$ cat config.mk
export PLATFORM = sky130hd
export DESIGN_NAME = square_sum_acc
export DESIGN_NICKNAME = d
export VERILOG_FILES = /design/src/rms_norm_pkg.sv /design/src/int_to_bf16.sv /design/src/square_sum_acc.sv
export VERILOG_INCLUDE_DIRS = /design/src /design/src/src
export SDC_FILE = /design/constraint.sdc
export NUM_CORES = 1
export LEC_CHECK = 0
export BUFFER_PORTS_ARGS = -buffer_cell sky130_fd_sc_hd__buf_2
export CELL_PAD_IN_SITES_DETAIL_PLACEMENT = 0
export CELL_PAD_IN_SITES_GLOBAL_PLACEMENT = 1
export CORE_ASPECT_RATIO = 0.9
export CORE_MARGIN = 1
export CORE_UTILIZATION = 45
export CTS_CLUSTER_DIAMETER = 40
export DETAILED_ROUTE_END_ITERATION = 8
export PLACE_DENSITY_LB_ADDON = 0.1
export SLEW_MARGIN = 20
export SYNTH_ARGS = -nofsm -noshare
export SYNTH_HDL_FRONTEND = slang
export SYNTH_SLANG_ARGS = --single-unit
$ cat constraint.sdc
create_clock -name clk -period 9.24 [get_ports clk]
set_input_delay 0.462 -clock clk [delete_from_list [all_inputs] [get_ports clk]]
set_output_delay 0.462 -clock clk [all_outputs]
set_load 0.05 [all_outputs]
$ cat src/rms_norm_defines.svh
// RMS norm front end parameters
`ifndef RMS_NORM_DEFINES_SVH
`define RMS_NORM_DEFINES_SVH

// Lane and input format
`define BUS_NUM          4
`define DATA_WIDTH       8

// bfloat16 format
`define SIG_WIDTH        7
`define EXP_WIDTH        8
`define FLOAT_WIDTH      16
`define EXP_BIAS         127

// Vector configuration
`define DATA_NUM_WIDTH   10
`define SCALE_POS_WIDTH  5
`define SQUARE_SUM_WIDTH 24

// Row buffers and replay timing
`define BUF_DEPTH        32
`define BUF_PTR_WIDTH    5
`define REPLAY_LATENCY   2

`endif

$ cat src/rms_norm_pkg.sv
// RMS norm shared types
`include "rms_norm_defines.svh"

package rms_norm_pkg;

  // One bfloat16 word, sign above exponent above fraction
  typedef struct packed {
    logic                  sign;
    logic [`EXP_WIDTH-1:0] exp;
    logic [`SIG_WIDTH-1:0] frac;
  } bf16_t;

  // One strobe per input lane
  typedef logic [`BUS_NUM-1:0] lane_vld_t;

  // Control phases of one vector
  typedef enum logic [1:0] {
    PH_COLLECT,
    PH_SUM,
    PH_REPLAY
  } phase_e;

endpackage

$ cat src/int_to_bf16.sv
// Integer to bfloat16 converter
`timescale 1ns/1ns
`include "rms_norm_defines.svh"

module int_to_bf16 #(
  parameter int ISIZE = 8
) (
  input  logic signed [ISIZE-1:0]   value,
  output logic [`FLOAT_WIDTH-1:0]   z
);

  localparam int POS_WIDTH = $clog2(ISIZE);
  localparam logic [`EXP_WIDTH-1:0] BIAS = `EXP_BIAS;

  logic                   sign;
  logic [ISIZE-1:0]       mag;
  logic [POS_WIDTH-1:0]   lead_pos;
  logic [ISIZE-1:0]       norm;
  logic [`EXP_WIDTH-1:0]  exp_field;
  logic [`SIG_WIDTH-1:0]  frac_field;

  assign sign = value[ISIZE-1];
  // Two's complement magnitude, the most negative value stays correct as unsigned
  assign mag  = sign ? (~value + 1'b1) : value;

  // Leading one search, the highest set bit wins
  always_comb begin
    lead_pos = '0;
    for (int i = 0; i < ISIZE; i++) begin
      if (mag[i]) begin
        lead_pos = POS_WIDTH'(i);
      end
    end
  end

  // Move the leading one to the top bit, fraction sits right below it
  assign norm       = mag << (POS_WIDTH'(ISIZE - 1) - lead_pos);
  assign frac_field = norm[ISIZE-2 -: `SIG_WIDTH];
  assign exp_field  = BIAS + {{(`EXP_WIDTH-POS_WIDTH){1'b0}}, lead_pos};

  assign z = (mag == '0) ? '0 : {sign, exp_field, frac_field};

endmodule

$ cat src/square_sum_acc.sv
// Square sum accumulator
`timescale 1ns/1ns
`include "rms_norm_defines.svh"

module square_sum_acc import rms_norm_pkg::*; (
  input  logic                                   clk,
  input  logic                                   rst_n,
  input  logic [`DATA_NUM_WIDTH-1:0]             in_k,
  input  logic                                   in_k_vld,
  input  logic [`BUS_NUM-1:0][`DATA_WIDTH-1:0]   in_fixed_data,
  input  lane_vld_t                              in_fixed_data_vld,
  input  logic signed [`SCALE_POS_WIDTH-1:0]     scale_pos,
  input  logic                                   vector_done,
  output bf16_t                                  sum_float,
  output logic                                   sum_float_vld
);

  logic [`DATA_NUM_WIDTH-1:0]    k_reg;
  logic [2*`DATA_WIDTH-1:0]      sq [`BUS_NUM];
  lane_vld_t                     sq_vld;
  logic [`DATA_NUM_WIDTH-1:0]    sq_cnt;
  logic [`DATA_NUM_WIDTH-1:0]    nxt_cnt;
  logic [`SQUARE_SUM_WIDTH-1:0]  sq_sum;
  logic [`SQUARE_SUM_WIDTH-1:0]  nxt_sum;
  logic                          sum_done;
  logic                          sum_hit;
  bf16_t                         sum_raw;
  logic [`EXP_WIDTH-1:0]         scale_ext;

  always_ff @(posedge clk or negedge rst_n) begin
    if (!rst_n) begin
      k_reg <= '0;
    end else if (in_k_vld) begin
      k_reg <= in_k;
    end
  end

  // ----------------------------------------------------------
  // Per-lane squares, silenced once the sum is out
  // ----------------------------------------------------------
  for (genvar i = 0; i < `BUS_NUM; i++) begin : g_square
    always_ff @(posedge clk) begin
      if (sum_done) begin
        sq[i] <= '0;
      end else begin
        sq[i] <= $signed(in_fixed_data[i]) * $signed(in_fixed_data[i]);
      end
    end
  end

  always_ff @(posedge clk or negedge rst_n) begin
    if (!rst_n) begin
      sq_vld <= '0;
    end else begin
      sq_vld <= sum_done ? '0 : in_fixed_data_vld;
    end
  end

  // ----------------------------------------------------------
  // Lane 0 first, stop adding as soon as K elements are in
  // ----------------------------------------------------------
  always_comb begin
    nxt_cnt = sq_cnt;
    nxt_sum = sq_sum;
    for (int i = 0; i < `BUS_NUM; i++) begin
      if (sq_vld[i] && (nxt_cnt < k_reg)) begin
        nxt_cnt = nxt_cnt + 1'b1;
        nxt_sum = nxt_sum + {{(`SQUARE_SUM_WIDTH-2*`DATA_WIDTH){1'b0}}, sq[i]};
      end
    end
  end

  always_ff @(posedge clk or negedge rst_n) begin
    if (!rst_n) begin
      sq_cnt <= '0;
      sq_sum <= '0;
    end else if (vector_done) begin
      sq_cnt <= '0;
      sq_sum <= '0;
    end else begin
      sq_cnt <= nxt_cnt;
      sq_sum <= nxt_sum;
    end
  end

  // First cycle with the count at a nonzero K
  assign sum_hit = (sq_cnt == k_reg) && (k_reg != '0) && !sum_done;

  // ----------------------------------------------------------
  // Float result with input scale removed
  // ----------------------------------------------------------
  int_to_bf16 #(
    .ISIZE (`SQUARE_SUM_WIDTH)
  ) u_sum_conv (
    .value (sq_sum),
    .z     (sum_raw)
  );

  assign scale_ext = {{(`EXP_WIDTH-`SCALE_POS_WIDTH){scale_pos[`SCALE_POS_WIDTH-1]}}, scale_pos};

  always_ff @(posedge clk) begin
    if (sum_hit) begin
      sum_float <= (sum_raw == '0) ? '0 : {sum_raw.sign, sum_raw.exp - scale_ext, sum_raw.frac};
    end
  end

  always_ff @(posedge clk or negedge rst_n) begin
    if (!rst_n) begin
      sum_done      <= 1'b0;
      sum_float_vld <= 1'b0;
    end else if (vector_done) begin
      sum_done      <= 1'b0;
      sum_float_vld <= 1'b0;
    end else begin
      sum_float_vld <= sum_hit;
      if (sum_hit) begin
        sum_done <= 1'b1;
      end
    end
  end

endmodule

==> results of run 1 <==
[worst max-delay path: cells and delay by family, from the launching register on]
| family | cells | cell delay, ns |
|---|---|---|
| multiplexers | 1 | 0.41 |
| AO/OA/AOI/OAI | 13 | 2.82 |
| adder cells (fa/ha/maj) | 4 | 1.26 |
| XOR/XNOR | 1 | 0.21 |
| AND/OR/NAND/NOR | 14 | 3.06 |
| buffers and inverters | 4 | 0.54 |
| flip-flops | 1 | 0.35 |
[layer usage]
metal,track usage (%),wire length [um]
met5,0,0
met4,6.872,1157
met3,3.703,2072
met2,36.02,22230
met1,33.28,25080
[timing repair]
item	in CTS	in global routing
setup endpoints to repair	3	34
pin swaps	0	18
setup buffers	0	9
gates resized for setup	2	46
[layout make-up]
type                       count  area share, %
multi-input combinational   1812          71.60
sequential                   126          13.52
inverter                     307          5.310
timing repair buffer         130          3.679
tap                          555          3.200
clock buffer                  19          2.093
clock inverter                13         0.5996
[path summary, 6_finish.rpt]
kind                                       from                   end  cells past startpoint
setup / recovery           k_reg[1]$_DFFE_PN0P_  sq_sum[21]$_DFF_PN0_                     37
setup reg to reg           k_reg[1]$_DFFE_PN0P_  sq_sum[21]$_DFF_PN0_                     37
hold / removal                            rst_n  k_reg[0]$_DFFE_PN0P_                      2
hold reg to reg            sum_done$_DFFE_PN0P_   sq[0][5]$_SDFF_PP0_                      1
max in group asynchronous                 rst_n  sum_done$_DFFE_PN0P_                      2
min in group clk                        in_k[9]  k_reg[9]$_DFFE_PN0P_                      3
[metrics by stage]
stage	cells	setup slack [ns]	TNS (ns)
6_report	2962	0.4767	0
4_1_cts	2953	0.03088	0
5_1_grt	2962	-0.06095	-0.1297
3_5_place_dp	2921	0.001900	0
3_3_place_gp	2921	0.06531	0
2_1_floorplan	2315	0.06546	0
[placed cells by master (no fill, tap or decap), drive strengths merged, types with 16 or more instances in the layout]
cell type	Yosys	layout
and2	77	77
inv	307	312
o21a	23	23
xnor2	148	148
fa	187	187
nand2	161	161
xor2	52	52
ha	222	222
a21o	40	40
dfxtp	60	60
mux2	21	21
a211oi	28	28
nor2	180	180
mux2i	34	34
o21bai	31	31
nand3	41	41
edfxtp	16	16
o31ai	23	23
o21ai	88	88
or3	18	18
nand2b	36	36
dfrtp	50	50
buf	15	130
nor2b	44	44
nor3	38	38
nand4	21	21
a21oi	137	137
clkbuf	55	19
[cells by family (layout without fill, tap and decap cells)]
group                      Yosys count  after routing  share of synthesized area, %
AOI/OAI and AO/OA                  464            464                         15.52
xor gates and xnor gates           200            200                         8.882
adders and majority gates          409            409                         33.07
buffers and inverters              377            469                         7.391
DFF                                126            126                         14.87
muxes                               56             56                         3.077
and+or+nand+nor                    683            683                         17.19
==> summary.txt, run 1 <==
Yosys
  – Cell with the most instances after synthesis: sky130_fd_sc_hd__inv_1
  – Primary flip-flop cell chosen by synthesis mapping: sky130_fd_sc_hd__dfxtp_1
  – Share of Yosys cell area claimed by the top area cell type: between 10% and 20%
  – Gate count after technology mapping: between 2,000 and 2,500
  – Synthesized netlist net count: approximately 2,800
  – Synthesis-stage register bit count: about 130
  – Number of warnings printed during yosys synthesis: 0
  – Number of different library cells in the post-synthesis netlist: 85
  – Sequential area share after synthesis: 14.87%
  – Post-Syn Area per Cell: approximately 8.5 um^2
  – Top cell types by occurrence after synthesis: sky130_fd_sc_hd__inv_1, sky130_fd_sc_hd__ha_1, sky130_fd_sc_hd__fa_1
  – Top area cells in the synthesized netlist: sky130_fd_sc_hd__fa_1, sky130_fd_sc_hd__ha_1, sky130_fd_sc_hd__xnor2_1
  – Total standard cell area after synthesis: approximately 20,000 um^2
  – Post-synth ARST share: between 30% and 40%
  – EDFF count, synth: 16
  – Largest area contributor in the netlist: sky130_fd_sc_hd__fa_1

Min path
  – Min-delay worst type: primary input to async pin

CTS
  – Maximum level of the CTS H-tree: 4
  – Clk slew on worst S/H paths: 0.07 ns
  – Clk sinks: around 130
  – Clock insertion delay at the later pin of the skew report: 0.45 ns
  – Hold-fix buffer count after cts: 0
  – Clock tree from TritonCTS: built
  – CTS Buf Count: 17
  – Clock Tree Root: sky130_fd_sc_hd__clkbuf_16
  – Buffer levels on the longest clock path: 2

Setup path
  – Most prevalent standard cell on the critical path: sky130_fd_sc_hd__ha_1
  – Critical path fanouts, max: 16
  – Element type at the critical path start: flip-flop
  – Delay of the slowest critical-path stage: 0.54 ns
  – Critical path data required time: roughly 9.6 ns
  – Critical path class: flip-flop to flip-flop
  – Category of the worst setup path capture point: flip-flop
  – Cell with the biggest individual delay on the critical path: sky130_fd_sc_hd__or4_1
  – Register-to-register setup slack: about 0.48 ns
  – Arrival time of the worst setup path: a little over 9 ns

Timing
  – Number of max-slew violations in the final report: 0
  – Post-Route Hold Slack: around 0.13 ns
  – Max Fclk: roughly 110 MHz
  – Period utilization: a little over nine tenths
  – Worst slew margin relative to its limit: between 20 and 25%
  – Transition time of the tightest slew-check pin: about 1.2 ns
  – Post-route clock skew: 0.01304 ns
  – Setup Viol. Count Final: 0
  – Final hold violation count: 0
  – Minimum clock period after layout: approximately 8.8 ns

Floorplan
  – Die boundary width: ~220 um
  – Number of top-level pins: 72
  – Vertical extent of the die: about 200 um
  – Effective utilization at floorplan: 45.80%
  – Overall die area: approximately 45,000 um^2
  – Core footprint: 43,060 um^2
  – # rows: about 70

Layout
  – Total area of multi-input combinational cells: 15,540 um^2
  – Fillers: slightly above 4,000
  – Register with the highest flop count: sq
  – Post-route design area: approximately 22,000 um^2
  – Net total in the final layout: about 2,900
  – Number of flip-flops in the largest register: 60
  – Area grow syn2layout: 10.04%
  – Top flop regs: sq (60), sq_sum (24), sum_float (16)
  – Share of cells above drive strength 1: between 10% and 20%
  – Utilization after layout: between 50% and 60%
  – Antenna diode count: 0
  – Storage cell area: around 2900 um^2

Outcome
  – Outcome: finished, final reports clean

Drt
  – Router iterations before antenna repair: 5
  – Mean routed wirelength per cell: between 15 and 20 um
  – Post-DR vias/cell: 5.402
  – Number of design rule violations left after detail routing: 0
  – Post-detailed-route count of antenna-violating nets: 0
  – Initial DRC count: 840
  – Vias post-DR: approximately 16,000
  – Final routed wirelength across all metal layers: approximately 51 mm

Placed design
  – Routability congestion estimate: slightly above 0.9
  – Area of placed instances: ~21,000 um^2
  – HPWL after DPL: approximately 42 mm
  – Input/output buffers: between 70 and 80

Global routing
  – Global-route wire length before repair: 83.55 mm
  – Number of antenna violations at the first check in global routing: 0
  – Via count of the first global-routing pass: around 16,000
  – All-Layer GR Usage: between 20% and 30%
  – GR Overflow Total: 0
  – Maximum number of pins on one net before global-route repair: 59

Flow run
  – Total of max-cap violations: 0
Power of run 1 is left out: the tool's default activity adds up to more than one toggle a clock period on the data nets, which glitch-free logic cannot reach.
==> run 2: changes to the inputs <==
--- a/config.mk
+++ b/config.mk
@@ -12,6 +12,7 @@
 export CORE_ASPECT_RATIO = 0.9
 export CORE_MARGIN = 1
 export CORE_UTILIZATION = 45
+export CTS_BUF_LIST = sky130_fd_sc_hd__clkbuf_16
 export CTS_CLUSTER_DIAMETER = 40
 export DETAILED_ROUTE_END_ITERATION = 8
 export PLACE_DENSITY_LB_ADDON = 0.1
==> run 2 against run 1 <==
  * Maximum frequency shrank 0.59%
  * Via count rose by 0.31%
  * Largest cell class unchanged
  * Clock skew up 0.00074 ns
  * Utilization stayed put
  * Highest routed layer unchanged
==> summary.txt, run 2 (same netlist as run 1, synthesis figures left out) <==
Outcome
  – Outcome: finished, final reports clean (unchanged)

Global routing
  – Global-route layer with the greatest usage: met2 (unchanged)
  – Global Route met2 Usage: 36.00% (was 36.02%)
  – Maximum number of pins on one net before global-route repair: 59 (unchanged)
  – GR Layer Usage met1: 33.31% (was 33.28%)
  – GR Overflow Total: 0 (unchanged)
  – Via count of the first global-routing pass: 16,020 (was 16,010)
  – Met3 global-route usage: 3.703% (unchanged)
  – All-Layer GR Usage: 23.26% (about the same)
  – Global-route wire length before repair: 83.57 mm (was 83.55 mm)
  – Number of antenna violations at the first check in global routing: 0 (unchanged)

Floorplan
  – Core footprint: 43,060 um^2 (unchanged)
  – Effective utilization at floorplan: 45.80% (unchanged)
  – Number of top-level pins: 72 (unchanged)
  – Overall die area: 44,670 um^2 (unchanged)
  – # rows: 72 (unchanged)
  – Vertical extent of the die: 200.6 um (unchanged)
  – Die boundary width: 222.7 um (unchanged)

CTS
  – CTS Buf Count: 17 (unchanged)
  – Maximum level of the CTS H-tree: 4 (unchanged)
  – Clock tree from TritonCTS: built (unchanged)
  – Clk sinks: 126 (unchanged)
  – Clock insertion delay at the later pin of the skew report: 0.45 ns (about the same)
  – Clk slew on worst S/H paths: 0.07 ns (about the same)
  – Buffer levels on the longest clock path: 2 (unchanged)
  – Clock Tree Root: sky130_fd_sc_hd__clkbuf_16 (unchanged)

Setup path
  – Critical path class: flip-flop to flip-flop (unchanged)
  – Arrival time of the worst setup path: 9.16 ns (was 9.10 ns)
  – Most prevalent standard cell on the critical path: sky130_fd_sc_hd__ha_1 (unchanged)
  – Category of the worst setup path capture point: flip-flop (unchanged)
  – Delay of the slowest critical-path stage: 0.55 ns (was 0.54 ns)
  – Critical path data required time: 9.58 ns (about the same)
  – Element type at the critical path start: flip-flop (unchanged)
  – Cell with the biggest individual delay on the critical path: sky130_fd_sc_hd__or4_1 (unchanged)
  – Critical path fanouts, max: 16 (unchanged)

Timing
  – Worst slew margin relative to its limit: 26.06% (was 20.64%)
  – Number of max-slew violations in the final report: 0 (unchanged)
  – Minimum clock period after layout: 8.815 ns (was 8.763 ns)
  – Post-route clock skew: 0.01378 ns (was 0.01304 ns)
  – Max Fclk: 113.4 MHz (was 114.1 MHz)
  – Final hold violation count: 0 (unchanged)
  – Setup Viol. Count Final: 0 (unchanged)
  – Transition time of the tightest slew-check pin: 1.081 ns (was 1.160 ns)
  – Period utilization: 95.40% (was 94.84%)

Drt
  – Number of design rule violations left after detail routing: 0 (unchanged)
  – Initial DRC count: 908 (was 840)
  – Vias post-DR: 16,050 (was 16,000)
  – Router iterations before antenna repair: 5 (unchanged)
  – Final routed wirelength across all metal layers: 50.58 mm (was 50.53 mm)
  – Mean routed wirelength per cell: 17.08 um (was 17.06 um)
  – Post-detailed-route count of antenna-violating nets: 0 (unchanged)
  – Post-DR vias/cell: 5.419 (was 5.402)

Layout
  – Net total in the final layout: 2,858 (unchanged)
  – Top flop regs: sq (60), sq_sum (24), sum_float (16) (unchanged)
  – Area grow syn2layout: 10.04% (unchanged)
  – Leading cell types in the layout, fill and taps excluded: sky130_fd_sc_hd__inv_1, sky130_fd_sc_hd__ha_1, sky130_fd_sc_hd__fa_1 (unchanged)
  – Post-route design area: 21,700 um^2 (unchanged)
  – Register with the highest flop count: sq (unchanged)
  – Antenna diode count: 0 (unchanged)
  – Number of flip-flops in the largest register: 60 (unchanged)
  – Share of cells above drive strength 1: 10.22% (unchanged)
  – Most frequent standard cell in the layout excluding fill and tap cells: sky130_fd_sc_hd__inv_1 (unchanged)
  – Fillers: 4,155 (unchanged)

Placed design
  – HPWL after DPL: 41.93 mm (unchanged)
  – Area of placed instances: 20,850 um^2 (unchanged)
  – Routability congestion estimate: 0.9259 (unchanged)
  – Input/output buffers: 71 (unchanged)

Flow run
  – Total of max-cap violations: 0 (unchanged)

Min path
  – Min-delay worst type: primary input to async pin (unchanged)
## run 2: changes by cell type in the layout (fill, tap and decap cells not counted), sizes merged
cell | before | now
clkbuf | 19 | 18
inv | 312 | 313
## run 2: layout make-up
type | count | area [um^2] | area share (%)
Multi-Input combinational cell | 1812 | 15540 | 71.60
Sequential cell | 126 | 2934 | 13.52
Inverter | 307 | 1152 | 5.310
Timing Repair Buffer | 130 | 798.3 | 3.679
Tap cell | 555 | 694.4 | 3.200
Clock buffer | 18 | 450.4 | 2.076
Clock inverter | 14 | 133.9 | 0.6169
## run 2: path summary, 6_finish.rpt
check / startpoint / endpoint / slack, ns / depth (start not counted)
max: k_reg[1]$_DFFE_PN0P_ / sq_sum[21]$_DFF_PN0_ / 0.42 / 37
min: rst_n / sq_cnt[3]$_DFF_PN0_ / 0.13 / 2
max reg2reg: k_reg[1]$_DFFE_PN0P_ / sq_sum[21]$_DFF_PN0_ / 0.42 / 37
min reg2reg: sum_done$_DFFE_PN0P_ / sq[0][5]$_SDFF_PP0_ / 0.68 / 1
max in group asynchronous: rst_n / sum_done$_DFFE_PN0P_ / 8.65 / 2
min in group clk: in_k[9] / k_reg[9]$_DFFE_PN0P_ / 0.22 / 3
## run 2: critical path, delay by kind of cell, from the launching register on
family / cells / cell delay [ns]
xor gates and xnor gates: 1 / 0.21
and+or+nand+nor: 14 / 3.05
DFF: 1 / 0.35
muxes: 1 / 0.41
adders and majority gates: 4 / 1.27
buffers and inverters: 4 / 0.55
AOI/OAI and AO/OA: 13 / 2.85
## run 2: timing repair
action                     in CTS  in global routing
setup buffers                   0                  9
resized for setup               2                 46
pin swaps                       0                 18
setup endpoints to repair       3                 34
hold buffers                    0                  0
## run 2: routing by layer
layer  vias to the layer above  wire (um)
li1                       7972          -
met1                      7701      24880
met2                       314      22250
met3                        64       2281
met4                         0       1170
met5                         -          0
## run 2: per-stage QoR
stage / std cells / hold WS (ns) / utilization (%) / worst slack (ns) / setup TNS, ns
floorplan: 2315 / 0.1664 / - / 0.06546 / 0
global placement: 2921 / 0.6269 / 48.42 / 0.06531 / 0
detailed placement: 2921 / 0.6231 / 48.42 / 0.001900 / 0
CTS: 2953 / 0.1412 / 49.81 / 0.03088 / 0
global route: 2962 / 0.1785 / 50.40 / -0.06095 / -0.1297
finish: 2962 / 0.1288 / 50.40 / 0.4249 / 0
Power of run 2 is left out for the same reason.
==> run 3: changes to the inputs <==
--- a/config.mk
+++ b/config.mk
@@ -6,7 +6,7 @@
 export SDC_FILE = /design/constraint.sdc
 export NUM_CORES = 1
 export LEC_CHECK = 0
-export BUFFER_PORTS_ARGS = -buffer_cell sky130_fd_sc_hd__buf_2
+export BUFFER_PORTS_ARGS = -buffer_cell sky130_fd_sc_hd__buf_4
 export CELL_PAD_IN_SITES_DETAIL_PLACEMENT = 0
 export CELL_PAD_IN_SITES_GLOBAL_PLACEMENT = 1
 export CORE_ASPECT_RATIO = 0.9
@@ -16,6 +16,7 @@
 export CTS_CLUSTER_DIAMETER = 40
 export DETAILED_ROUTE_END_ITERATION = 8
 export PLACE_DENSITY_LB_ADDON = 0.1
+export REMOVE_ABC_BUFFERS = 1
 export SLEW_MARGIN = 20
 export SYNTH_ARGS = -nofsm -noshare
 export SYNTH_HDL_FRONTEND = slang
==> run 3 against run 2 <==
  * Via count rose by 0.47%
  * Global-route usage rose by 0.22 points
  * Setup slack improved by 0.014 ns
  * Sequential cell count did not move
  * Design area rose by 1.5%
  * Maximum frequency rose by 0.16%
  * Clock-buffer cell count did not move
  * Non-clock buffer count rose by 5
  * Clock skew fell by 0.0054 ns
==> summary.txt, run 3 (same netlist as run 1, synthesis figures left out) <==
Layout
  – Area grow syn2layout: 11.66% (was 10.04%)
  – Number of flip-flops in the largest register: 60 (unchanged)
  – Register with the highest flop count: sq (unchanged)
  – Net total in the final layout: 2,863 (was 2,858)
  – Share of cells above drive strength 1: 10.78% (was 10.22%)
  – Antenna diode count: 0 (unchanged)
  – Leading cell types in the layout, fill and taps excluded: sky130_fd_sc_hd__inv_1, sky130_fd_sc_hd__ha_1, sky130_fd_sc_hd__fa_1 (unchanged)
  – Most frequent standard cell in the layout excluding fill and tap cells: sky130_fd_sc_hd__inv_1 (unchanged)
  – Top flop regs: sq (60), sq_sum (24), sum_float (16) (unchanged)

Global routing
  – GR Overflow Total: 0 (unchanged)
  – Maximum number of pins on one net before global-route repair: 68 (was 59)
  – Via count of the first global-routing pass: 16,000 (was 16,020)
  – All-Layer GR Usage: 23.48% (was 23.26%)
  – Number of antenna violations at the first check in global routing: 0 (unchanged)
  – Global-route wire length before repair: 83.97 mm (was 83.57 mm)

Timing
  – Post-Route Hold Slack: 0.04809 ns (was 0.1288 ns)
  – Transition time of the tightest slew-check pin: 0.8781 ns (was 1.081 ns)
  – Worst slew margin relative to its limit: 41.11% (was 26.06%)
  – Post-route clock skew: 0.008401 ns (was 0.01378 ns)
  – Final hold violation count: 0 (unchanged)
  – Period utilization: 95.25% (was 95.40%)
  – Setup TNS Final: 0 ns (unchanged)
  – Setup Viol. Count Final: 0 (unchanged)
  – Max Fclk: 113.6 MHz (was 113.4 MHz)
  – Minimum clock period after layout: 8.801 ns (was 8.815 ns)
  – Number of max-slew violations in the final report: 0 (unchanged)

Floorplan
  – # rows: 72 (unchanged)
  – Vertical extent of the die: 200.6 um (unchanged)
  – Number of top-level pins: 72 (unchanged)
  – Effective utilization at floorplan: 45.80% (unchanged)
  – Core footprint: 43,060 um^2 (unchanged)
  – Overall die area: 44,670 um^2 (unchanged)
  – Die boundary width: 222.7 um (unchanged)

Placed design
  – Input/output buffers: 71 (unchanged)
  – Routability congestion estimate: 0.9309 (was 0.9259)
  – HPWL after DPL: 41.78 mm (was 41.93 mm)

Setup path
  – Critical path class: flip-flop to flip-flop (unchanged)
  – Depth of the most critical reg-to-reg path: 42 (was 37)
  – Register-to-register setup slack: 0.44 ns (was 0.42 ns)
  – Category of the worst setup path capture point: flip-flop (unchanged)
  – Arrival time of the worst setup path: 9.14 ns (was 9.16 ns)
  – Element type at the critical path start: flip-flop (unchanged)
  – Critical path fanouts, max: 5 (was 16)
  – Delay of the slowest critical-path stage: 0.45 ns (was 0.55 ns)
  – Most prevalent standard cell on the critical path: sky130_fd_sc_hd__ha_1 (unchanged)
  – FF-to-FF Start: sq_cnt[7]$_DFF_PN0_ (was k_reg[1]$_DFFE_PN0P_)
  – End of the worst register-to-register path: sq_sum[21]$_DFF_PN0_ (unchanged)
  – Launching element of the worst setup path: sq_cnt[7]$_DFF_PN0_ (was k_reg[1]$_DFFE_PN0P_)
  – Cell with the biggest individual delay on the critical path: sky130_fd_sc_hd__dfrtp_2 (was sky130_fd_sc_hd__or4_1)
  – Critical path data required time: 9.58 ns (about the same)

Drt
  – Final routed wirelength across all metal layers: 50.71 mm (was 50.58 mm)
  – Mean routed wirelength per cell: 17.09 um (was 17.08 um)
  – Vias post-DR: 16,130 (was 16,050)
  – Post-DR vias/cell: 5.435 (was 5.419)
  – Initial DRC count: 911 (was 908)
  – Number of design rule violations left after detail routing: 0 (unchanged)
  – Post-detailed-route count of antenna-violating nets: 0 (unchanged)
  – Router iterations before antenna repair: 5 (unchanged)

CTS
  – Clk sinks: 126 (unchanged)
  – Buffer levels on the longest clock path: 2 (unchanged)
  – Maximum level of the CTS H-tree: 4 (unchanged)
  – Clock Tree Root: sky130_fd_sc_hd__clkbuf_16 (unchanged)
  – Clock tree from TritonCTS: built (unchanged)
  – Clock insertion delay at the later pin of the skew report: 0.46 ns (was 0.45 ns)
  – CTS Buf Count: 17 (unchanged)
  – Clk slew on worst S/H paths: 0.06 ns (was 0.07 ns)

Flow run
  – Total of max-cap violations: 0 (unchanged)

Min path
  – Min-delay worst type: primary input to async pin (unchanged)

Outcome
  – Outcome: finished, final reports clean (unchanged)
[run 3: changes by cell type in the layout (fill, tap and decap cells not counted), sizes merged]
cell / change
buf: +5
bufinv: +3
clkinvlp: -1
inv: -2
[run 3: worst max-delay path by stage]
stage / end / slack, ns / depth (start not counted)
2_1_floorplan: sq_sum[20]$_DFF_PN0_ / -1.37 / 39
3_3_place_gp: sq_sum[20]$_DFF_PN0_ / 0.15 / 39
3_5_place_dp: sq_sum[20]$_DFF_PN0_ / -0.09 / 40
4_1_cts: sq_sum[21]$_DFF_PN0_ / 0.06 / 42
5_1_grt: sq_sum[21]$_DFF_PN0_ / -0.12 / 42
6_report: sq_sum[21]$_DFF_PN0_ / 0.44 / 42
[run 3: worst max-delay path, delay by kind of cell (launching register included)]
| family | cells | cell delay, ns |
|---|---|---|
| AOI/OAI and AO/OA | 19 | 3.36 |
| xor gates and xnor gates | 3 | 0.63 |
| adders and majority gates | 4 | 1.26 |
| buffers and inverters | 2 | 0.24 |
| DFF | 1 | 0.45 |
| and+or+nand+nor | 14 | 2.76 |
[run 3: cell type report]
cell class	instances	area (um^2)
clock buffers	18	450.4
clock inverters	14	190.2
fillers	4145	21040
inverters	307	1152
multi-input cells	1812	15580
flip-flops and latches	126	2935
well taps	555	694.4
repair buffers	135	1013
[run 3: through the flow]
stage | util [%] | instance area [um^2] | setup WS, ns | cells
after floorplan | - | 19420 | -1.368 | 2245
after global placement | 48.80 | 21010 | 0.1451 | 2919
after detailed placement | 48.80 | 21020 | -0.08591 | 2919
after CTS | 50.35 | 21680 | 0.05819 | 2953
after global routing | 51.14 | 22020 | -0.1206 | 2967
final | 51.14 | 22020 | 0.4388 | 2967
[run 3: layer usage]
| layer | vias up | part of all wire [%] | global-route usage, % |
|---|---|---|---|
| li1 | 7979 | - | - |
| met2 | 300 | 45 | 37.25 |
| met4 | 0 | 2.2 | 7.118 |
| met5 | - | 0 | 0 |
| met1 | 7793 | 50 | 33.56 |
| met3 | 55 | 3.0 | 2.503 |
[run 3: timing repair]
| action | CTS | global route |
|---|---|---|
| setup buffers | 2 | 14 |
| hold buffers | 0 | 0 |
| endpoints found under the setup margin | 4 | 33 |
| pin swaps | 0 | 17 |
| resized for setup | 3 | 56 |
Power of run 3 is left out for the same reason.
